### src/verilog/cache_pkg.sv
package cache_pkg;

  //////////////////////////////////////////////////////////////////////
  // Cache geometry.
  //////////////////////////////////////////////////////////////////////
  localparam int WORDS_PER_LINE = 8;     // Sixteen-bit words in one cache line.
  localparam int NUM_SETS       = 64;    // Direct mapped, so one line per set.
  localparam int MEM_WORDS      = 32768; // Main memory covers the full 64 KB byte space.

  typedef logic [15:0] addr_t;      // Byte address from the CPU.
  typedef logic [15:0] word_t;      // One data word.
  typedef logic [6:0]  tag_t;       // Address bits 15:9.
  typedef logic [5:0]  index_t;     // Address bits 9:4, one of 64 sets.
  typedef logic [2:0]  offset_t;    // Address bits 3:1, word within the line.
  typedef logic [8:0]  line_addr_t; // Word address into the data array, {index, offset}.

  // Fill controller states.
  typedef enum logic [1:0] {
    FILL_IDLE, // Waiting for a miss.
    FILL_WAIT, // Miss captured, waiting for the memory grant.
    FILL_SEND  // Issuing reads and collecting returned words.
  } fill_state_t;

  // Bit 9 sits in both the tag and the index, so the tag compare covers it twice.
  function automatic tag_t addr_tag(addr_t a);
    return a[15:9];
  endfunction

  function automatic index_t addr_index(addr_t a);
    return a[9:4];
  endfunction

  function automatic offset_t addr_offset(addr_t a);
    return a[3:1]; // Bit 0 is the byte lane.
  endfunction

  // Data array word address of a byte address.
  function automatic line_addr_t addr_line(addr_t a);
    return {addr_index(a), addr_offset(a)};
  endfunction

  // First byte of the line that holds the address.
  function automatic addr_t addr_line_base(addr_t a);
    return {a[15:4], 4'h0};
  endfunction

endpackage

### src/verilog/cache_tag_store.sv
`timescale 1ns/1ps

module cache_tag_store
  import cache_pkg::*;
(
  input  logic   clk,
  input  logic   rst_n,
  input  logic   cpu_req,         // Request strobe from the CPU.
  input  addr_t  cpu_addr,        // Request address.
  input  logic   busy,            // Requests are ignored while a fill runs.
  input  logic   write_tag_array, // Fill has completed.
  input  tag_t   tag_out,         // Tag of the filled line.
  input  index_t fill_index,      // Set of the filled line.
  output logic   hit,
  output logic   miss_detected
);

  tag_t                tags [NUM_SETS];
  logic [NUM_SETS-1:0] valid_bits;
  index_t              req_index;
  tag_t                req_tag;
  logic                entry_match; // Indexed entry is valid and holds the request tag.
  logic                req_taken;   // A request is accepted this cycle.

  assign req_index   = addr_index(cpu_addr);
  assign req_tag     = addr_tag(cpu_addr);
  assign entry_match = valid_bits[req_index] && (tags[req_index] == req_tag);
  assign req_taken   = cpu_req && !busy;

  // Exactly one of hit and miss_detected is high for an accepted request.
  assign hit           = req_taken && entry_match;
  assign miss_detected = req_taken && !entry_match;

  //////////////////////////////////////////////////////////////////////
  // Tag and valid storage.
  //////////////////////////////////////////////////////////////////////
  always_ff @(posedge clk or negedge rst_n) begin
    if (!rst_n) begin
      valid_bits <= '0; // Cache starts empty.
    end else if (write_tag_array) begin
      valid_bits[fill_index] <= 1'b1;
    end
  end

  always_ff @(posedge clk) begin
    if (write_tag_array) begin
      tags[fill_index] <= tag_out; // The old line in this set is replaced.
    end
  end

endmodule

### config.mk
export PLATFORM = sky130hd
export DESIGN_NAME = cache_tag_store
export DESIGN_NICKNAME = d
export VERILOG_FILES = /design/src/verilog/cache_pkg.sv /design/src/verilog/cache_tag_store.sv
export SDC_FILE = /design/constraint.sdc
export NUM_CORES = 1
export LEC_CHECK = 0
export BUFFER_PORTS_ARGS = -buffer_cell sky130_fd_sc_hd__buf_4
export CAP_MARGIN = 20
export CORE_MARGIN = 1.5
export CORE_UTILIZATION = 30
export CTS_CLUSTER_DIAMETER = 40
export CTS_CLUSTER_SIZE = 12
export DETAILED_ROUTE_END_ITERATION = 8
export GPL_TIMING_DRIVEN = 1
export HOLD_SLACK_MARGIN = 0.08
export PLACE_DENSITY = 0.43
export SLEW_MARGIN = 25
export SYNTH_ARGS = -nofsm -noshare
export SYNTH_HDL_FRONTEND = slang
export SYNTH_SLANG_ARGS = --single-unit
### constraint.sdc
create_clock -name clk -period 3.3 [get_ports clk]
set_input_delay 0.495 -clock clk [delete_from_list [all_inputs] [get_ports clk]]
set_output_delay 0.495 -clock clk [all_outputs]
set_load 0.03 [all_outputs]
==> qor.yml, run 1 <==
via_count: 11465
ys_seq_area_share_pct: 73.9
netlist_instances: 1102
synthDominantCellAreaShare_pct: 66.0
ios: 36
syn2layout_area_growth_pct: 28.3
crit_buf_inv: 2
gp_congestion: 0.827
worstHoldPathCells: 1
rr_worst_depth: 1
grt_pass1_wl_mm: 89.1
skew_ns: 0
syn_area_mm2: 0.0204
ys_ff_latch: 512
cts_made_buffers: 85
path_max_fanout: 2
final_max_slew_viol_count: 0
final_cell_area_mm2: 0.0262
worstSetupEndpointType: "primary output"
numPortBuffers: 31
cp.depth: 9
rows: 95
yosysMostFrequentCell: "edfxtp_1"
cp-start-kind: "register"
die_w_um: 264
fillers: 6094
synth_area_leaders: "edfxtp_1, mux4_2, dfrtp_1"
synth-async-reset-ratio_pct: 12.5
first_pass_iters: 5
ys_types: 68
post-route-period-util_pct: 113
core-area_mm2: 0.0672
fin_ws_ns: -0.424
syn-num-nets: 1136
postSynthAreaPerCell_um2: 18.5
nets: 1408
yosysWarnings: 0
drc: 0
grt_max_degree: 65
cap_violations: 0
hold_viol_final: 0
post_drt_wl_per_cell_um: 26.8
via_per_inst: 4.94
yosys-top-cells-count: "edfxtp_1, mux4_2, nor2_1, dfrtp_1, or2_2"
finalWirelength_mm: 62.1
place_area_mm2: 0.0231
start_util_pct: 30.4
cts_sinks: 512
fp.dieArea_mm2: 0.0695
drt_iter0_drc: 977
overflow: 0
powerDensity_mw_per_mm2: 669
vdd_drop_max_v: 0.000331
arrival_ns: 3.23
rsz0062_at_grt: "yes"
path_clk_slew_ns: 0.06
violations: "setup timing"
cts_max_level: 3
synth-edff-count: 448
critPathTopFamily: "multiplexers"
criticalPathCategory: "reg -> out"
fp.dieH_um: 264
place_hpwl_mm: 40.6
drt.antenna.violating_nets: 0
slew_headroom_pct: 40.4
clk_latency_ns: 0.61
cts_tree: "built"
fin_crit_ns: 3.72
cp_slowest_cell: "mux4_2"
cp_data_required_time_ns: 2.80
hold_class: "reg -> reg"
worstMarginPinSlew_ns: 0.895
track_usage_pct: 18.2
synthFlopType: "edfxtp_1"
grt_pass1_vias: 12069
yosysTopAreaCell: "edfxtp_1"
crit_path_cell_trace: "mux4_2, mux2_2, a32o_1, nor3_1, buf_4, or3_1, and4_1, and4b_2, buf_6"
fmax_ghz: 0.269
pre_cts_slack_ns: -0.729
run_status: "finished, violations left"
cts_root_buf: "clkbuf_16"
antenna_found_initial: 1
cts_max_path_buffers: 3
drive_gt1_share_pct: 39.3
leakagePower_nw: 9.32
finalSetupViolations: 2
slowest_delay_ns: 0.52
-- state kept, by name (all words and copies together) (netlist names) --
register,count
tags,448
valid_bits,64
-- worst paths after layout --
path                                start              to  slack, ns
min reg2reg                 valid_bits[2]   valid_bits[2]       0.45
max                           tags[31][2]             hit      -0.42
max in group asynchronous           rst_n  valid_bits[44]       2.07
min                         valid_bits[2]   valid_bits[2]       0.45
min in group asynchronous           rst_n  valid_bits[32]       0.50
max reg2reg                valid_bits[23]  valid_bits[23]       2.49
-- cell families (layout without fill, tap and decap cells) --
family / after synthesis / after routing / share of synthesized area, %
other cells: 0 / 1 / 0
mux: 149 / 149 / 13.8
xor+xnor: 2 / 2 / 0.0860
compound gates: 90 / 90 / 3.28
flops: 512 / 512 / 73.9
buf+inv: 67 / 411 / 1.76
simple gates: 282 / 282 / 7.22
-- repair_timing --
| action | CTS | global route |
|---|---|---|
| endpoints found under the setup margin | 2 | 2 |
| buffers inserted | 1 | 0 |
| gates resized for setup | 16 | 4 |
| endpoints found under the hold margin | 45 | 0 |
| pin swaps | 5 | 0 |
| hold buffers | 1 | 0 |
-- stage by stage --
step | hold slack (ns) | power (W) | std cells | setup TNS [ns] | util, %
after floorplan | 0.199 | 0.00797 | 1102 | -0.0315 | -
after global placement | 0.443 | 0.00856 | 2159 | -1.39 | 34.4
after detailed placement | 0.443 | 0.00857 | 2159 | -1.34 | 34.4
after CTS | 0.448 | 0.0177 | 2319 | -0.893 | 38.9
after global routing | 0.471 | 0.0181 | 2319 | -1.08 | 38.9
final | 0.455 | 0.0175 | 2320 | -0.821 | 39.0
-- metal layers --
layer	part of all wire [%]	global-route usage (%)	up-vias
li1	-	-	4984
met1	45	25.1	6046
met2	45	27.8	317
met3	6.3	4.75	118
met4	3.1	6.08	0
met5	0	0	-
-- cells in the final DEF (no fill, tap or decap), drive strengths merged, types with 12 or more instances in the layout --
cell type	synthesis	final
mux4	101	101
dfrtp	64	64
clkbuf	20	98
clkinv	2	25
nor3	12	12
buf	35	239
nand3	19	19
mux2i	37	37
nand2	37	37
or2	62	62
nor2b	32	32
inv	10	31
nor2	78	78
o21ai	15	15
edfxtp	448	448
-- where the power goes --
group / internal, W / leakage (nW) / switching, W / total (W)
Clock: 0.00571 / 1.43 / 0.00333 / 0.00904
Sequential: 0.00723 / 4.82 / 0.0000724 / 0.00731
Combinational: 0.000516 / 3.07 / 0.000637 / 0.00115
-- final cells by class --
cell class | instances | area, um2 | area share, %
Inverter | 12 | 45.0 | 0.172
Tap cell | 873 | 1090 | 4.18
Clock inverter | 61 | 686 | 2.62
Antenna cell | 1 | 2.50 | 0.00957
Timing Repair Buffer | 240 | 1940 | 7.42
Clock buffer | 98 | 2280 | 8.72
Multi-Input combinational cell | 523 | 5060 | 19.3
Sequential cell | 512 | 15100 | 57.5
(Power assumes the default switching activity.)
==> run 2: changes to the inputs <==
CTS_CLUSTER_SIZE = 10   (was 12)
PLACE_DENSITY = 0.47   (was 0.43)
RECOVER_POWER = 25   (was unset)
==> run 2 against run 1 <==
Compared with the run above: the flow finishes with violations (capacitance limit, slew limit, setup timing); critical path depth stayed put; die area unchanged; fmax shrank 4.7%; design area shrank 0.98%; combinational power about the same; clock skew is the same; first-iteration DRC count grew 4.8%; total power down 2.3%; largest power group unchanged.
==> qor.yml, run 2 (synthesized netlist as in run 1, its figures left out) <==
run_status: "finished, violations left"
violations: "capacitance limit, slew limit, setup timing"
antenna_found_initial: 1  # unchanged
cts_max_path_buffers: 3  # unchanged
path_max_fanout: 2  # unchanged
area.sequential_mm2: 0.0151  # unchanged
finalSetupViolations: 2  # unchanged
fin_ws_ns: -0.609  # -0.184 ns
core-area_mm2: 0.0672  # unchanged
grt_pass1_vias: 11761  # -2.6%
fp.dieH_um: 264  # unchanged
final_cell_area_mm2: 0.0259  # -0.98%
cts_sinks: 512  # unchanged
slowest_delay_ns: 0.49  # -0.03 ns
hold_viol_final: 0  # unchanged
worstMarginPinSlew_ns: 2.97  # +2.08 ns
top_register: "tags"
cts_tree: "built"
place_area_mm2: 0.0230  # -0.30%
pwr-share-seq_pct: 42.8  # +1.0 points
final_max_slew_viol_count: 325  # +325
fillers: 6161  # +1.1%
crit_buf_inv: 2  # unchanged
start_util_pct: 30.4  # unchanged
grt_max_degree: 65  # unchanged
skew_ns: 0  # unchanged
final_common_cell: "edfxtp_1"
cts_made_buffers: 85  # unchanged
drc: 0  # unchanged
vdd_drop_max_v: 0.000367  # +11%
nets: 1396  # -0.85%
slew_headroom_pct: -98.0  # -140 points
cts_root_buf: "clkbuf_16"
overflow: 0  # unchanged
criticalPathCategory: "reg -> out"
post-route-period-util_pct: 118  # +5.6 points
numPortBuffers: 31  # unchanged
cp-start-kind: "register"
leakagePower_nw: 9.16  # -1.7%
die_w_um: 264  # unchanged
cp_slowest_cell: "mux4_2"
post_drt_wl_per_cell_um: 25.5  # -4.9%
clk_latency_ns: 0.61  # about the same
dp.cells: 2146  # -0.60%
drive_gt1_share_pct: 37.5  # -1.8 points
powerDensity_mw_per_mm2: 660  # -1.3%
fp.dieArea_mm2: 0.0695  # unchanged
finalWirelength_mm: 58.7  # -5.6%
ios: 36  # unchanged
layout.cells.non_filler: 2302  # -0.78%
rows: 95  # unchanged
drt_iter0_drc: 1024  # +4.8%
swShare_pct: 22.7  # -0.38 points
grt_pass1_wl_mm: 84.8  # -4.7%
cts_max_level: 3  # unchanged
drt.antenna.violating_nets: 0  # unchanged
power.switching_w: 0.00388  # -3.9%
place_hpwl_mm: 38.5  # -5.4%
syn2layout_area_growth_pct: 27.1
worstSetupEndpointType: "primary output"
totalPowerFinal_w: 0.0171  # -2.3%
n_antenna_cell: 0  # -1
largestRegisters: "tags: 448 flops, valid_bits: 64 flops"
cp_data_required_time_ns: 2.80  # about the same
power_frac_comb_pct: 6.6  # about the same
arrival_ns: 3.41  # +0.18 ns
final_cell_mix: "edfxtp_1, buf_4, mux4_2, clkbuf_16, nor2_1"
via_per_inst: 4.95  # +0.18%
gp_congestion: 0.891  # +7.8%
crit_path_cell_trace: "mux4_2, nor2b_1, a211oi_2, o2bb2ai_1, or3_4, a221oi_4, buf_4, and4b_2, buf_6"
track_usage_pct: 17.1  # -1.0 points
fin_crit_ns: 3.91  # +0.184 ns
path_clk_slew_ns: 0.05  # about the same
p_int_w: 0.0132  # -1.8%
largest_reg_flops: 448  # unchanged
cap_violations: 5  # +5
critPathTopFamily: "simple AND/OR/NAND/NOR gates"
fmax_ghz: 0.256  # -4.7%
via_count: 11396  # -0.60%
first_pass_iters: 5  # unchanged
rsz0062_at_grt: "yes"
multi_input_area_mm2: 0.00503  # -0.54%
clock_power_share_pct: 50.7  # -1.0 points
hold_class: "in -> reg"
## run 2: timing repair
| action | CTS | global route |
|---|---|---|
| pin swaps | 4 | 1 |
| resized for setup | 10 | 6 |
| hold endpoints to repair | 64 | 0 |
| cloned | 0 | 0 |
| hold buffers | 1 | 0 |
| setup endpoints to repair | 2 | 2 |
| setup buffers | 0 | 1 |
## run 2: final cells by class
cell class / instances / area share [%]
Sequential cell: 512 / 58.1
Clock inverter: 51 / 2.20
Multi-Input combinational cell: 523 / 19.4
Tap cell: 873 / 4.22
Timing Repair Buffer: 228 / 7.17
Inverter: 12 / 0.174
Clock buffer: 103 / 8.70
## run 2: per-layer routing
layer | vias up | GRT usage (%) | routed length [um]
li1 | 4949 | - | -
met1 | 5969 | 24.2 | 26300
met2 | 392 | 25.9 | 26800
met3 | 86 | 3.83 | 3960
met4 | 0 | 6.37 | 1640
met5 | - | 0 | 0
## run 2: worst paths after layout
kind	slack (ns)	startpoint	to	cells after the start
worst max register to register	2.50	valid_bits[54]	valid_bits[54]	1
worst min register to register	0.45	valid_bits[13]	valid_bits[13]	1
min in group asynchronous	0.49	rst_n	valid_bits[7]	2
max in group asynchronous	2.27	rst_n	valid_bits[55]	2
worst min-delay path	0.31	fill_index[1]	tags[49][5]	2
worst max-delay path	-0.61	tags[24][6]	hit	9
## run 2: power groups by stage
| stage | logic, W | clock network [W] | registers, W |
|---|---|---|---|
| after floorplan | 0.000567 | 0 | 0.00740 |
| after global placement | 0.00111 | 0 | 0.00742 |
| after detailed placement | 0.00112 | 0 | 0.00743 |
| after CTS | 0.00113 | 0.00881 | 0.00731 |
| after global routing | 0.00120 | 0.00911 | 0.00733 |
| final | 0.00112 | 0.00866 | 0.00732 |
## run 2: per-stage QoR
stage	setup TNS (ns)	setup slack [ns]	util [%]	hold slack, ns
after detailed placement	-1.04	-0.537	34.3	0.443
after CTS	-0.961	-0.536	38.5	0.287
after global placement	-1.11	-0.583	34.3	0.443
final	-1.18	-0.609	38.6	0.314
after global routing	-1.28	-0.656	38.6	0.317
after floorplan	-0.0315	-0.0315	-	0.199
==> run 3: changes to the inputs <==
RECOVER_POWER = 100   (was 25)
SLEW_MARGIN = 5   (was 25)
==> run 3 against run 2 <==
Compared with the run above: sequential power about the same; flip-flop and latch count did not move; clock skew unchanged; the run still ends with capacitance limit, slew limit, setup timing left; setup slack got worse by 0.012 ns; sequential share of layout area rose by 0.58 points; highest routed layer unchanged.
==> qor.yml, run 3 (synthesized netlist as in run 1, its figures left out) <==
grt_pass1_wl_mm: 84.8  # unchanged
vdd_drop_max_v: 0.000369  # +0.46%
final_max_slew_viol_count: 488  # +50%
rsz0062_at_grt: "yes"
cp_slowest_cell: "mux4_2"
fin_crit_ns: 3.92  # +0.0123 ns
final_cell_area_mm2: 0.0256  # -0.98%
via_per_inst: 4.95  # about the same
antenna_found_initial: 1  # unchanged
slowest_delay_ns: 0.49  # about the same
top_register: "tags"
fp.dieArea_mm2: 0.0695  # unchanged
finalSetupViolations: 2  # unchanged
fmax_ghz: 0.255  # -0.31%
worstSetupEndpointType: "primary output"
cp-start-kind: "register"
die_w_um: 264  # unchanged
slew_headroom_pct: -99.4  # -1.4 points
numPortBuffers: 31  # unchanged
leakagePower_nw: 8.88  # -3.1%
crit_path_cell_trace: "mux4_2, nor2b_1, a211oi_2, o2bb2ai_1, or3_4, a221oi_4, buf_4, and4b_2, buf_6"
post-route-period-util_pct: 119  # +0.37 points
cts_sinks: 512  # unchanged
largestRegisters: "tags: 448 flops, valid_bits: 64 flops"
grt_max_degree: 65  # unchanged
powerDensity_mw_per_mm2: 666  # +0.93%
place_area_mm2: 0.0230  # about the same
grt_pass1_vias: 11761  # unchanged
ios: 36  # unchanged
largest_reg_flops: 448  # unchanged
path_max_fanout: 2  # unchanged
worst_hold_slack_ns: 0.318  # +0.00447 ns
fin_util_pct: 38.2  # -0.38 points
layout.cells.non_filler: 2304  # +0.087%
fp.dieH_um: 264  # unchanged
place_hpwl_mm: 38.5  # about the same
nets: 1397  # +0.072%
drive_gt1_share_pct: 32.8  # -4.7 points
first_pass_iters: 5  # unchanged
core-area_mm2: 0.0672  # unchanged
totalPowerFinal_w: 0.0171  # about the same
final_common_cell: "edfxtp_1"
path_clk_slew_ns: 0.05  # about the same
dp.cells: 2146  # unchanged
final_cell_mix: "edfxtp_1, buf_4, mux4_2, clkbuf_16, clkbuf_1"
cts_root_buf: "clkbuf_16"
cp_data_required_time_ns: 2.80  # about the same
finalWirelength_mm: 58.8  # +0.14%
drt.antenna.violating_nets: 0  # unchanged
via_count: 11408  # +0.11%
cts_max_path_buffers: 3  # unchanged
arrival_ns: 3.43  # +0.02 ns
cts_tree: "built"
skew_ns: 0  # unchanged
criticalPathCategory: "reg -> out"
worstMarginPinSlew_ns: 2.99  # +0.0215 ns
fin_ws_ns: -0.621  # -0.0123 ns
drt_iter0_drc: 1070  # +4.5%
drc: 0  # unchanged
clk_latency_ns: 0.61  # about the same
gp_congestion: 0.891  # unchanged
hold_viol_final: 0  # unchanged
start_util_pct: 30.4  # unchanged
syn2layout_area_growth_pct: 25.8
cap_violations: 8  # +3
cts_max_level: 3  # unchanged
run_status: "finished, violations left"
overflow: 0  # unchanged
rows: 95  # unchanged
violations: "capacitance limit, slew limit, setup timing"
cts_made_buffers: 85  # unchanged
post_drt_wl_per_cell_um: 25.5  # about the same
track_usage_pct: 17.1  # unchanged
hold_class: "in -> reg"
[run 3: worst paths after layout]
kind,startpoint,end,slack [ns],depth (start not counted)
worst max-delay path,tags[24][6],hit,-0.62,9
worst min-delay path,fill_index[1],tags[49][5],0.32,2
worst max register to register,valid_bits[54],valid_bits[54],2.50,1
worst min register to register,valid_bits[6],valid_bits[6],0.45,1
max in group asynchronous,rst_n,valid_bits[58],0.58,3
min in group asynchronous,rst_n,valid_bits[7],1.03,2
[run 3: per-stage QoR]
step                      setup TNS (ns)  setup WS, ns
after floorplan                  -0.0315       -0.0315
after global placement             -1.11        -0.583
after detailed placement           -1.04        -0.537
after CTS                         -0.961        -0.536
after global routing               -1.28        -0.656
final                              -1.19        -0.621
[run 3: layout make-up]
type	count	area, um2
diodes	1	2.50
repair buffers	229	1600
well taps	873	1090
inverters	12	45.0
multi-input cells	523	5030
clock inverters	51	569
flip-flops and latches	512	15100
clock buffers	103	2250
fillers	6227	41500
[run 3: timing repair]
item | CTS | global route
hold endpoints to repair | 0 | 31
hold buffers | 0 | 1
buffers inserted | 0 | 1
gates resized for setup | 10 | 6
pin swaps | 4 | 1
endpoints found under the setup margin | 2 | 2
[run 3: per-layer routing]
layer  share of wire (%)  wire length [um]  up-vias  track usage, %
met3                 6.5              3810       86            3.84
met4                 2.9              1700        0            6.37
met5                   0                 0        -               0
met1                  45             26300     6002            24.2
met2                  46             27000      366            25.9
li1                    -                 -     4954               -
[run 3: where the power goes]
part / internal, W / switching [W]
sequential: 0.00725 / 0.0000699
combinational: 0.000500 / 0.000615
clock: 0.00547 / 0.00319
[run 3: critical path: cells and delay by family (launching register included)]
| family | cells | cell delay, ns |
|---|---|---|
| multiplexers | 1 | 0.49 |
| AO/OA/AOI/OAI | 3 | 0.80 |
| AND/OR/NAND/NOR | 3 | 0.84 |
| buffers and inverters | 2 | 0.31 |
| flip-flops | 1 | 0.37 |
