$ cat src/verilog/cache_pkg.sv
package cache_pkg;

  //////////////////////////////////////////////////////////////////////
  // Cache geometry.
  //////////////////////////////////////////////////////////////////////
  localparam int WORDS_PER_LINE = 8;     // Sixteen-bit words in one cache line.
  localparam int NUM_SETS       = 64;    // Direct mapped, so one line per set.
  localparam int MEM_WORDS      = 32768; // Main memory covers the full 64 KB byte space.

  typedef logic [15:0] addr_t;      // Byte address from the CPU.
  typedef logic [15:0] word_t;      // One data word.
  typedef logic [6:0]  tag_t;       // Address bits 15:9.
  typedef logic [5:0]  index_t;     // Address bits 9:4, one of 64 sets.
  typedef logic [2:0]  offset_t;    // Address bits 3:1, word within the line.
  typedef logic [8:0]  line_addr_t; // Word address into the data array, {index, offset}.

  // Fill controller states.
  typedef enum logic [1:0] {
    FILL_IDLE, // Waiting for a miss.
    FILL_WAIT, // Miss captured, waiting for the memory grant.
    FILL_SEND  // Issuing reads and collecting returned words.
  } fill_state_t;

  // Bit 9 sits in both the tag and the index, so the tag compare covers it twice.
  function automatic tag_t addr_tag(addr_t a);
    return a[15:9];
  endfunction

  function automatic index_t addr_index(addr_t a);
    return a[9:4];
  endfunction

  function automatic offset_t addr_offset(addr_t a);
    return a[3:1]; // Bit 0 is the byte lane.
  endfunction

  // Data array word address of a byte address.
  function automatic line_addr_t addr_line(addr_t a);
    return {addr_index(a), addr_offset(a)};
  endfunction

  // First byte of the line that holds the address.
  function automatic addr_t addr_line_base(addr_t a);
    return {a[15:4], 4'h0};
  endfunction

endpackage

$ cat src/verilog/line_fill_controller.sv
`timescale 1ns/1ps

module line_fill_controller
  import cache_pkg::*;
#(
  parameter int MEM_LATENCY = 4 // Read latency of main memory in cycles.
) (
  input  logic       clk,
  input  logic       rst_n,
  input  logic       proceed,              // Memory grant level.
  input  logic       miss_detected,        // Tag store saw a miss this cycle.
  input  addr_t      miss_address,         // Address of the missing request.
  input  logic       memory_data_valid,    // A fill word is on memory_data.
  output logic       busy,                 // Stalls the CPU while a line is filled.
  output logic       mem_en,               // Read strobe to main memory.
  output addr_t      main_memory_address,  // Byte address of the word being read.
  output logic       write_data_array,     // Write strobe into the data array.
  output line_addr_t cache_memory_address, // Data array address of the returning word.
  output logic       write_tag_array,      // Installs the tag once the line is complete.
  output tag_t       tag_out               // Tag of the line being filled.
);

  localparam int CNT_W = $clog2(WORDS_PER_LINE);
  localparam logic [CNT_W-1:0] CNT_LAST = CNT_W'(WORDS_PER_LINE - 1);

  fill_state_t      state;
  fill_state_t      nxt_state;
  logic [CNT_W-1:0] issue_cnt;   // Reads issued so far in this fill.
  logic [CNT_W-1:0] valid_cnt;   // Words returned so far in this fill.
  logic             capture;     // Latch the miss address and clear the counts.
  logic             set_busy;
  logic             clr_busy;
  logic             set_mem_en;
  logic             clr_mem_en;
  logic             last_word;   // The eighth word of the line is arriving.
  line_addr_t       addr_pipe [MEM_LATENCY];

  assign last_word = memory_data_valid && (valid_cnt == CNT_LAST);

  //////////////////////////////////////////////////////////////////////
  // Control flops.
  //////////////////////////////////////////////////////////////////////
  always_ff @(posedge clk or negedge rst_n) begin
    if (!rst_n) begin
      state     <= FILL_IDLE;
      busy      <= 1'b0;
      mem_en    <= 1'b0;
      issue_cnt <= '0;
      valid_cnt <= '0;
    end else begin
      state <= nxt_state;
      // Busy and mem_en are set-reset flops, set wins.
      if (set_busy) begin
        busy <= 1'b1;
      end else if (clr_busy) begin
        busy <= 1'b0;
      end
      if (set_mem_en) begin
        mem_en <= 1'b1;
      end else if (clr_mem_en) begin
        mem_en <= 1'b0;
      end
      if (capture) begin
        issue_cnt <= '0;
      end else if (mem_en) begin
        issue_cnt <= issue_cnt + 1'b1; // One read goes out per enabled cycle.
      end
      if (capture) begin
        valid_cnt <= '0;
      end else if (write_data_array) begin
        valid_cnt <= valid_cnt + 1'b1;
      end
    end
  end

  // Line address and tag of the miss. The read address steps one word per issue.
  always_ff @(posedge clk) begin
    if (capture) begin
      main_memory_address <= addr_line_base(miss_address); // Fills always start at word 0.
      tag_out             <= addr_tag(miss_address);
    end else if (mem_en) begin
      main_memory_address <= main_memory_address + addr_t'(2);
    end
  end

  // Delay line matching the memory latency, so each returning word finds
  // the data array address it was read from.
  always_ff @(posedge clk) begin
    addr_pipe[0] <= addr_line(main_memory_address);
    for (int i = 1; i < MEM_LATENCY; i++) begin
      addr_pipe[i] <= addr_pipe[i-1];
    end
  end

  assign cache_memory_address = addr_pipe[MEM_LATENCY-1];

  //////////////////////////////////////////////////////////////////////
  // Next state and strobes.
  //////////////////////////////////////////////////////////////////////
  always_comb begin
    nxt_state        = state; // Hold by default.
    capture          = 1'b0;
    set_busy         = 1'b0;
    clr_busy         = 1'b0;
    set_mem_en       = 1'b0;
    clr_mem_en       = 1'b0;
    write_data_array = 1'b0;
    write_tag_array  = 1'b0;

    case (state)
      FILL_IDLE: begin
        if (miss_detected) begin
          capture   = 1'b1;
          set_busy  = 1'b1;      // CPU sees busy on the next cycle.
          nxt_state = FILL_WAIT;
        end
      end

      FILL_WAIT: begin
        if (proceed) begin // Grant is only looked at here.
          set_mem_en = 1'b1;
          nxt_state  = FILL_SEND;
        end
      end

      FILL_SEND: begin
        clr_mem_en       = mem_en && (issue_cnt == CNT_LAST); // Stop after eight reads.
        write_data_array = memory_data_valid;                 // Every returning word is stored.
        if (last_word) begin
          write_tag_array = 1'b1; // Line is complete, so it becomes valid.
          clr_busy        = 1'b1;
          nxt_state       = FILL_IDLE;
        end
      end

      default: begin
        nxt_state = FILL_IDLE; // Unused encoding falls back to idle.
      end
    endcase
  end

endmodule

$ cat config.mk
export PLATFORM = sky130hd
export DESIGN_NAME = line_fill_controller
export DESIGN_NICKNAME = d
export VERILOG_FILES = /design/src/verilog/cache_pkg.sv /design/src/verilog/line_fill_controller.sv
export SDC_FILE = /design/constraint.sdc
export NUM_CORES = 1
export LEC_CHECK = 0
export BUFFER_PORTS_ARGS = -buffer_cell sky130_fd_sc_hd__buf_4
export CAP_MARGIN = 15
export CORE_MARGIN = 5
export CORE_UTILIZATION = 40
export CTS_CLUSTER_SIZE = 14
export DETAILED_ROUTE_END_ITERATION = 16
export GPL_ROUTABILITY_DRIVEN = 0
export MAX_ROUTING_LAYER = met4
export SYNTH_ARGS = -nofsm -noshare
export SYNTH_HDL_FRONTEND = slang
export SYNTH_SLANG_ARGS = --single-unit
$ cat constraint.sdc
create_clock -name clk -period 2.75 [get_ports clk]
set_input_delay 0.275 -clock clk [delete_from_list [all_inputs] [get_ports clk]]
set_output_delay 0.275 -clock clk [all_outputs]
set_load 0.01 [all_outputs]
==> results of run 1 <==
## metal layers
metal,track usage [%],vias to the layer above,share of wire (%)
li1,-,721,-
met1,16.0,659,46
met2,18.9,42,45
met3,3.94,8,6.4
met4,7.34,0,2.0
met5,-,-,0
## worst min path at each step
stage                   endpoint  slack (ns)  depth (start not counted)
CTS                   tag_out[3]        0.10                          1
finish                tag_out[3]        0.12                          1
global placement    valid_cnt[2]        0.11                          1
floorplan                   busy       -0.02                          0
detailed placement  valid_cnt[2]        0.12                          1
global route          tag_out[3]         0.1                          1
## cells in the final DEF, fill, tap and decap left out, types with 4 or more instances in the layout
cell type,Yosys,routed
buf_4,1,53
dfxtp_1,39,39
nand2_1,21,21
edfxtp_1,19,19
xnor2_1,13,13
nor2_1,14,13
dfrtp_1,10,10
clkbuf_8,0,10
o21ai_1,6,6
ha_1,5,5
o21ai_2,4,4
nand3_1,4,4
o21ai_0,4,4
## flip-flops by register name, indices dropped and copies added (netlist names)
| signal | cells |
|---|---|
| addr_pipe | 36 |
| busy | 1 |
| issue_cnt | 3 |
| main_memory_address | 15 |
| mem_en | 1 |
| state | 2 |
| tag_out | 7 |
| valid_cnt | 3 |
## final cells by class
| class | count | area [um2] | share of cell area [%] |
|---|---|---|---|
| Sequential cell | 68 | 1600 | 53.3 |
| Multi-Input combinational cell | 99 | 667 | 22.2 |
| Timing Repair Buffer | 54 | 408 | 13.6 |
| Clock buffer | 12 | 188 | 6.25 |
| Tap cell | 72 | 90.1 | 3.00 |
| Clock inverter | 4 | 35.0 | 1.17 |
| Inverter | 4 | 15.0 | 0.500 |
## kinds of logic (layout without fill, tap and decap cells)
logic type	Yosys count	in the layout
and+or+nand+nor	55	55
muxes	4	4
xor gates and xnor gates	15	15
other	1	1
buffers and inverters	9	74
adders and majority gates	5	5
DFF	68	68
AOI/OAI and AO/OA	19	19
## synthesized netlist by cell type, drive strengths merged
cell    number  area share (%)
nor4         3             1.6
or2          1            0.27
nor2b        1            0.27
nand2       21             3.4
edfxtp      19              25
dfxtp       39              34
clkinv       1            0.16
ha           5             2.7
nand4        4             2.7
inv          3            0.49
nor2        14             2.3
xnor2       13             4.9
buf          5             1.2
a22o         2            0.76
dfrtp       10              11
nand3        4            0.87
nand2b       2            0.54
mux2         1            0.49
conb         1            0.16
xor2         2            0.76
o21ai       14             3.7
a21oi        2            0.43
nor3         4             1.1
and2         1            0.27
o22ai        1            0.27
mux2i        3             1.3
## where the power goes
| group | switching, mW | leakage [nW] | internal (mW) |
|---|---|---|---|
| logic | 0.449 | 0.506 | 0.452 |
| clock network | 0.392 | 0.113 | 0.470 |
| registers | 0.314 | 0.640 | 1.52 |
| total | 1.16 | 1.26 | 2.45 |
## stage by stage
step | power, mW | area, um2 | hold slack (ns)
floorplan | 2.29 | 2310 | -0.0206
global placement | 2.75 | 2770 | 0.114
detailed placement | 2.78 | 2770 | 0.118
CTS | 3.66 | 3000 | 0.100
global route | 3.83 | 3000 | 0.0966
finish | 3.60 | 3000 | 0.118
## timing repair
action                    in CTS  in global routing
hold endpoints to repair      10                  0
setup buffers                  0                  0
hold buffers                   1                  0
==> metrics, run 1 <==
outcome finished clean; placed wire-length estimate about 2900 um; Top delay family on crit path simple AND/OR/NAND/NOR gates; CTS Buffer Depth 2; post-synthesis adder-cell area fraction 2.71%; pin count of the biggest net entering global routing 27; post-route core utilization between 50 and 60%; antenna cell count 0; register area share after synthesis 69.4%; mux cell area share after synthesis 1.79%; first-pass GRT wire length between 7000 and 8000 um; die area approximately 0.0074 mm2; Via density about 4.6; Crit path largest cell delay 0.49 ns; row cnt 27; Post-Synth XOR/XNOR Area 5.69%; layout cells sized above 1 between 30% and 40%; Synth Cell Area 0.00231 mm2; nets@finish 262; FF-to-FF Start main_memory_address[1]; DR iter-0 viols 55; period utilisation layout 65.5%; CORE AREA around 0.0056 mm2; Critical Path End Type output port; die height 86.0 um; CTS tree built; reg2reg setup slack 1.01 ns; clock root buffer clkbuf_8; Hold Crit Class in -> reg; post-route setup slack 0.949 ns; Critical Path AT roughly 1.5 ns; Crit-path slowest cell dfrtp_1; Setup TNS 0 ns; Hold Startpoint miss_address[12]; Avg WL per Cell 13.5 um; clock transition at the registers of the reported paths 0.08 ns; Final Instance Count excl. Fillers 313; Mean Syn Cell Area 13.1 um2; gr usage total 13.0%; dpl ws 1.03 ns; antenna violations before repair 0; Critical Path End write_tag_array; Cell Chain, Critical Path nand2_1 > nor2_1 > and2_1 > buf_4; DR DRC count 0; Sink Count 68; Lkg Pwr 1.26 nW; Worst Tran Pin Value 0.553 ns; worst-path maximum fanout 8; synthesized flop and latch total 68; WL final 4210 um; YS warnings 0; Post-CTS Resized 0; R2R Path End main_memory_address[13]; Final ANT Viol Nets 0; worst setup path class reg -> out; IO Port Bufs 51; CP startpoint kind flop; max-cap violations 0; Final setup viols 0; Final Max Tran Viols 0; die width between 80 and 90 um; RSZ-0062 raised after global routing no; htree depth 3; number of global-route vias before repair 1,454; Initial DRT Pass Iterations 4; largest family of logic cells by synthesized area simple AND/OR/NAND/NOR gates; clk_lat worst skew between 0.3 and 0.4 ns; I/O pins 57; vias about 1,400; Max Fclk 555 MHz; Synthesized Nets a little over 200; Buf+Inv Stages, Crit Path 1; Compound-Gate Fraction of Synth Area 5.15%; Critical path origin state[1]; Worst path depth 4; min Tclk post-route 1.80 ns; count of final hold-check violations 0; skew final a little over 0.01 ns; Worst IR Drop VDD roughly 0.48 mV; placed cell count 296; slew margin rel. 63.1%; R2R depth 5; cts bufs inserted 9; Synth cell types 32; PwrDens 1200 mW/mm2; Syn-to-layout area delta 30.1%; fill cell count approximately 500; simple-gate share of the synthesized area a little over an eighth; CP required 2.48 ns; Gate Count Post-Synth about 180; Initial Utilization 41.4%; Remaining Overflow, GRT 0
Note: power is estimated with default switching activity, not from simulation.
==> run 2: changes to the inputs <==
==> constraint.sdc (replaced) <==
create_clock -name clk -period 1.85 [get_ports clk]
set_input_delay 0.185 -clock clk [delete_from_list [all_inputs] [get_ports clk]]
set_output_delay 0.185 -clock clk [all_outputs]
set_load 0.01 [all_outputs]
==> metrics, run 2 (same netlist as run 1, synthesis figures left out) <==
outcome finished clean (unchanged); Final Max Tran Viols 0 (unchanged); register area 0.00160 mm2 (unchanged); RSZ-0062 raised after global routing no (unchanged); min Tclk post-route 1.65 ns; most frequent cells in the layout buf_4 (57), dfxtp_1 (39), nand2_1 (21) (was buf_4 (53), dfxtp_1 (39), nand2_1 (21)); Worst IR Drop VDD 0.873 mV (was 0.483 mV); max-cap violations 0 (unchanged); Hold Crit Class in -> reg (unchanged); pin count of the biggest net entering global routing 14 (was 27); WL final 4280 um (was 4210 um); period utilisation layout 89.2%; worst-path maximum fanout 8 (unchanged); layout cells sized above 1 35.2% (was 34.0%); Sink Count 68 (unchanged); post-route core utilization 54.9% (was 53.9%); placed wire-length estimate 3030 um (was 2880 um); max reg flops 36 (unchanged); Via density 4.55 (was 4.57); largest registers addr_pipe (36), main_memory_address (15), tag_out (7) (unchanged); area occupied by multi-input gates 669 um2 (was 667 um2); Critical Path End Type output port (unchanged); Setup TNS 0 ns (unchanged); cts bufs inserted 9 (unchanged); skew final 0.00499 ns (was 0.0104 ns); commonest non-fill, non-tap cell in the layout buf_4 (unchanged); die area 0.00739 mm2 (unchanged); worst setup path class reg -> out (unchanged); CP startpoint kind flop (unchanged); Avg WL per Cell 13.4 um (was 13.5 um); Final ANT Viol Nets 0 (unchanged); CTS Buffer Depth 2 (unchanged); Initial Utilization 41.4% (unchanged); CTS tree built (unchanged); clock transition at the registers of the reported paths 0.07 ns (was 0.08 ns); gr usage total 13.5% (was 13.0%); Lkg Pwr 1.29 nW (was 1.26 nW); first-pass GRT wire length 7250 um (was 7070 um); Reg with most FFs addr_pipe (unchanged); die width 86.0 um (unchanged); Max Fclk 606 MHz; Syn-to-layout area delta 32.5% (was 30.1%); Cell Chain, Critical Path nand2_1 > nor2_2 > and2_1 > buf_4 (was nand2_1 > nor2_1 > and2_1 > buf_4); Critical Path AT 1.47 ns (was 1.53 ns); row cnt 27 (unchanged); count of final hold-check violations 0 (unchanged); Crit path largest cell delay 0.50 ns (was 0.49 ns); I/O pins 57 (unchanged); antenna cell count 0 (unchanged); antenna violations before repair 0 (unchanged); die height 86.0 um (unchanged); PwrDens 1790 mW/mm2 (was 1200 mW/mm2); Initial DRT Pass Iterations 4 (unchanged); fill cell count 515 (was 493); clk_lat worst skew 0.34 ns (about the same); CORE AREA 0.00557 mm2 (unchanged); Final setup viols 0 (unchanged); Remaining Overflow, GRT 0 (unchanged); Crit-path slowest cell dfrtp_1 (unchanged); number of global-route vias before repair 1,502 (was 1,454); IO Port Bufs 51 (unchanged); CP required 1.66 ns (was 2.48 ns); htree depth 3 (unchanged); clock root buffer clkbuf_8 (unchanged); nets@finish 268 (was 262); DR DRC count 0 (unchanged); vias 1,452 (was 1,430); DR iter-0 viols 61 (was 55)
[run 2: power by group]
group          switching (mW)  leakage (nW)  internal, mW
logic                   0.717         0.535         0.721
registers               0.437         0.640          2.26
clock network           0.575         0.116         0.754
total                    1.73          1.29          3.74
[run 2: metrics by stage]
step | total power [mW] | area (um2) | hold slack, ns | std cells | worst slack, ns
floorplan | 3.41 | 2310 | -0.111 | 176 | 0.240
global route | 5.84 | 3060 | 0.000723 | 319 | 0.0800
global placement | 4.14 | 2800 | 0.0239 | 300 | 0.342
CTS | 5.54 | 3040 | 0.00806 | 317 | 0.0712
finish | 5.47 | 3060 | 0.0310 | 319 | 0.199
detailed placement | 4.19 | 2800 | 0.0228 | 300 | 0.295
[run 2: cell type report]
type                       count  area share (%)
sequential                    68            52.4
multi-input combinational     99            21.9
timing repair buffer          60            15.0
clock buffer                  11            5.32
tap                           72            2.94
clock inverter                 5            2.04
inverter                       4           0.491
[run 2: path summary, 6_finish.rpt]
check / start / end / slack (ns) / depth (start not counted)
worst max-delay path: state[1] / write_tag_array / 0.20 / 4
worst min-delay path: miss_address[13] / tag_out[4] / 0.03 / 1
worst max register to register: main_memory_address[3] / main_memory_address[14] / 0.31 / 4
worst min register to register: addr_pipe[2][8] / addr_pipe[3][8] / 0.33 / 0
max in group asynchronous: rst_n / state[1] / 1.50 / 2
min in group asynchronous: rst_n / valid_cnt[2] / 0.21 / 2
[run 2: per-layer routing]
| metal | vias to the layer above | global-route usage [%] | wire, um |
|---|---|---|---|
| met2 | 35 | 19.8 | 1940 |
| met1 | 675 | 16.4 | 2010 |
| li1 | 735 | - | - |
| met5 | - | - | 0 |
| met4 | 0 | 7.34 | 77 |
| met3 | 7 | 4.51 | 264 |
[run 2: worst max-delay path, delay by kind of cell, from the launching register on]
family,cells,cell delay (ns)
simple gates,3,0.51
flops,1,0.50
buf+inv,1,0.12
[run 2: repair_timing]
action | in CTS | in global routing
endpoints found under the setup margin | 0 | 1
setup buffers | 0 | 0
endpoints found under the hold margin | 10 | 2
resized for setup | 0 | 1
hold buffers | 1 | 2
==> run 3: changes to the inputs <==
--- a/config.mk
+++ b/config.mk
@@ -7,6 +7,7 @@
 export LEC_CHECK = 0
 export BUFFER_PORTS_ARGS = -buffer_cell sky130_fd_sc_hd__buf_4
 export CAP_MARGIN = 15
+export CORE_ASPECT_RATIO = 0.6
 export CORE_MARGIN = 5
 export CORE_UTILIZATION = 40
 export CTS_CLUSTER_SIZE = 14
==> metrics, run 3 (same netlist as run 1, synthesis figures left out) <==
nets@finish 267 (was 268); Lkg Pwr 1.28 nW (was 1.29 nW); CTS Buffer Depth 2 (unchanged); RSZ-0062 raised after global routing no (unchanged); Final ANT Viol Nets 0 (unchanged); min Tclk post-route 1.63 ns (was 1.65 ns); largest registers addr_pipe (36), main_memory_address (15), tag_out (7) (unchanged); Max Fclk 615 MHz (was 606 MHz); antenna violations before repair 0 (unchanged); CTS tree built (unchanged); CP startpoint kind flop (unchanged); commonest non-fill, non-tap cell in the layout buf_4 (unchanged); cts bufs inserted 9 (unchanged); placed wire-length estimate 2990 um (was 3030 um); IO Port Bufs 51 (unchanged); Initial DRT Pass Iterations 4 (unchanged); PwrDens 1790 mW/mm2 (about the same); DR iter-0 viols 101 (was 61); CP required 1.66 ns (about the same); clk_lat worst skew 0.34 ns (about the same); count of final hold-check violations 0 (unchanged); clock root buffer clkbuf_8 (unchanged); Worst IR Drop VDD 0.486 mV (was 0.873 mV); row cnt 21 (was 27); worst-path maximum fanout 8 (unchanged); Hold WS 0.0266 ns (was 0.0310 ns); skew final 0.00853 ns (was 0.00499 ns); Sink Count 68 (unchanged); Remaining Overflow, GRT 0 (unchanged); Reg with most FFs addr_pipe (unchanged); clock transition at the registers of the reported paths 0.08 ns (was 0.07 ns); period utilisation layout 87.9% (was 89.2%); die area 0.00744 mm2 (was 0.00739 mm2); Final Max Tran Viols 0 (unchanged); Setup TNS 0 ns (unchanged); Hold Crit Class in -> reg (unchanged); WL final 4300 um (was 4280 um); worst setup path class reg -> out (unchanged); layout cells sized above 1 35.8% (was 35.2%); most frequent cells in the layout buf_4 (58), dfxtp_1 (39), nand2_1 (21) (was buf_4 (57), dfxtp_1 (39), nand2_1 (21)); Critical Path End Type output port (unchanged); Final Cell Area 0.00305 mm2 (was 0.00306 mm2); Critical Path AT 1.44 ns (was 1.47 ns); number of global-route vias before repair 1,381 (was 1,502); Final setup viols 0 (unchanged); I/O pins 57 (unchanged); post-route core utilization 54.5% (was 54.9%); DR DRC count 0 (unchanged); gr usage total 13.0% (was 13.5%); Avg WL per Cell 13.2 um (was 13.4 um); Syn-to-layout area delta 32.1% (was 32.5%); CORE AREA 0.00560 mm2 (was 0.00557 mm2); die width 108 um (was 86.0 um); reg2reg setup slack 0.28 ns (was 0.31 ns); vias 1,462 (was 1,452); pin count of the biggest net entering global routing 19 (was 14); fill cell count 490 (was 515); Post-CTS Setup Bufs 0 (unchanged); htree depth 3 (unchanged); Initial Utilization 41.2% (was 41.4%); max-cap violations 0 (unchanged); placed cell areas 0.00282 mm2 (was 0.00280 mm2); Via density 4.48 (was 4.55); max reg flops 36 (unchanged); first-pass GRT wire length 6800 um (was 7250 um); antenna cell count 0 (unchanged); outcome finished clean (unchanged); die height 68.8 um (was 86.0 um)
-- run 3: cell types whose count changed in the layout (fill, tap and decap cells not counted), sizes merged --
cell	previous run	this run
clkbuf	11	10
inv	6	5
buf	57	58
clkinv	2	3
clkinvlp	0	1
dlygate4sd3	3	1
-- run 3: worst max-delay path, cell delays in order (launching register included) --
cell	delay, ns
dfrtp_1	0.49
nand2_1	0.10
nor2_2	0.20
and2_1	0.19
buf_4	0.12
-- run 3: layout make-up --
type / instances / area (um2) / area share (%)
clock buffer: 10 / 149 / 4.88
clock inverter: 6 / 68.8 / 2.26
inverter: 4 / 15.0 / 0.492
multi-input combinational: 99 / 669 / 22.0
sequential: 68 / 1600 / 52.5
tap: 80 / 100 / 3.28
timing repair buffer: 59 / 445 / 14.6
-- run 3: metal layers --
layer | part of all wire [%] | GRT usage, % | wire [um]
met5 | 0 | - | 0
met4 | 1.0 | 5.67 | 45
met3 | 7.2 | 5.77 | 308
met2 | 42 | 16.8 | 1790
met1 | 50 | 17.4 | 2160
-- run 3: worst paths after layout --
path | from | to | cells after the start
hold reg to reg | addr_pipe[1][6] | addr_pipe[2][6] | 0
hold / removal | miss_address[12] | tag_out[3] | 1
max in group asynchronous | rst_n | mem_en | 2
setup reg to reg | main_memory_address[5] | main_memory_address[12] | 4
setup / recovery | state[1] | write_tag_array | 4
min in group asynchronous | rst_n | valid_cnt[2] | 2
-- run 3: repair_timing --
action | 4_1_cts | 5_1_grt
resized for setup | 0 | 1
hold endpoints to repair | 10 | 0
hold buffers | 1 | 0
setup endpoints to repair | 0 | 1
-- run 3: report_power, final --
part	internal, mW	switching (mW)
logic	0.732	0.748
clock network	0.713	0.585
registers	2.26	0.412
-- run 3: stage by stage --
step / power, mW / setup WS, ns / std cells
4_1_cts: 5.52 / 0.0971 / 326
3_5_place_dp: 4.21 / 0.286 / 309
3_3_place_gp: 4.17 / 0.300 / 309
6_report: 5.45 / 0.224 / 326
5_1_grt: 5.82 / 0.0837 / 326
2_1_floorplan: 3.41 / 0.240 / 176
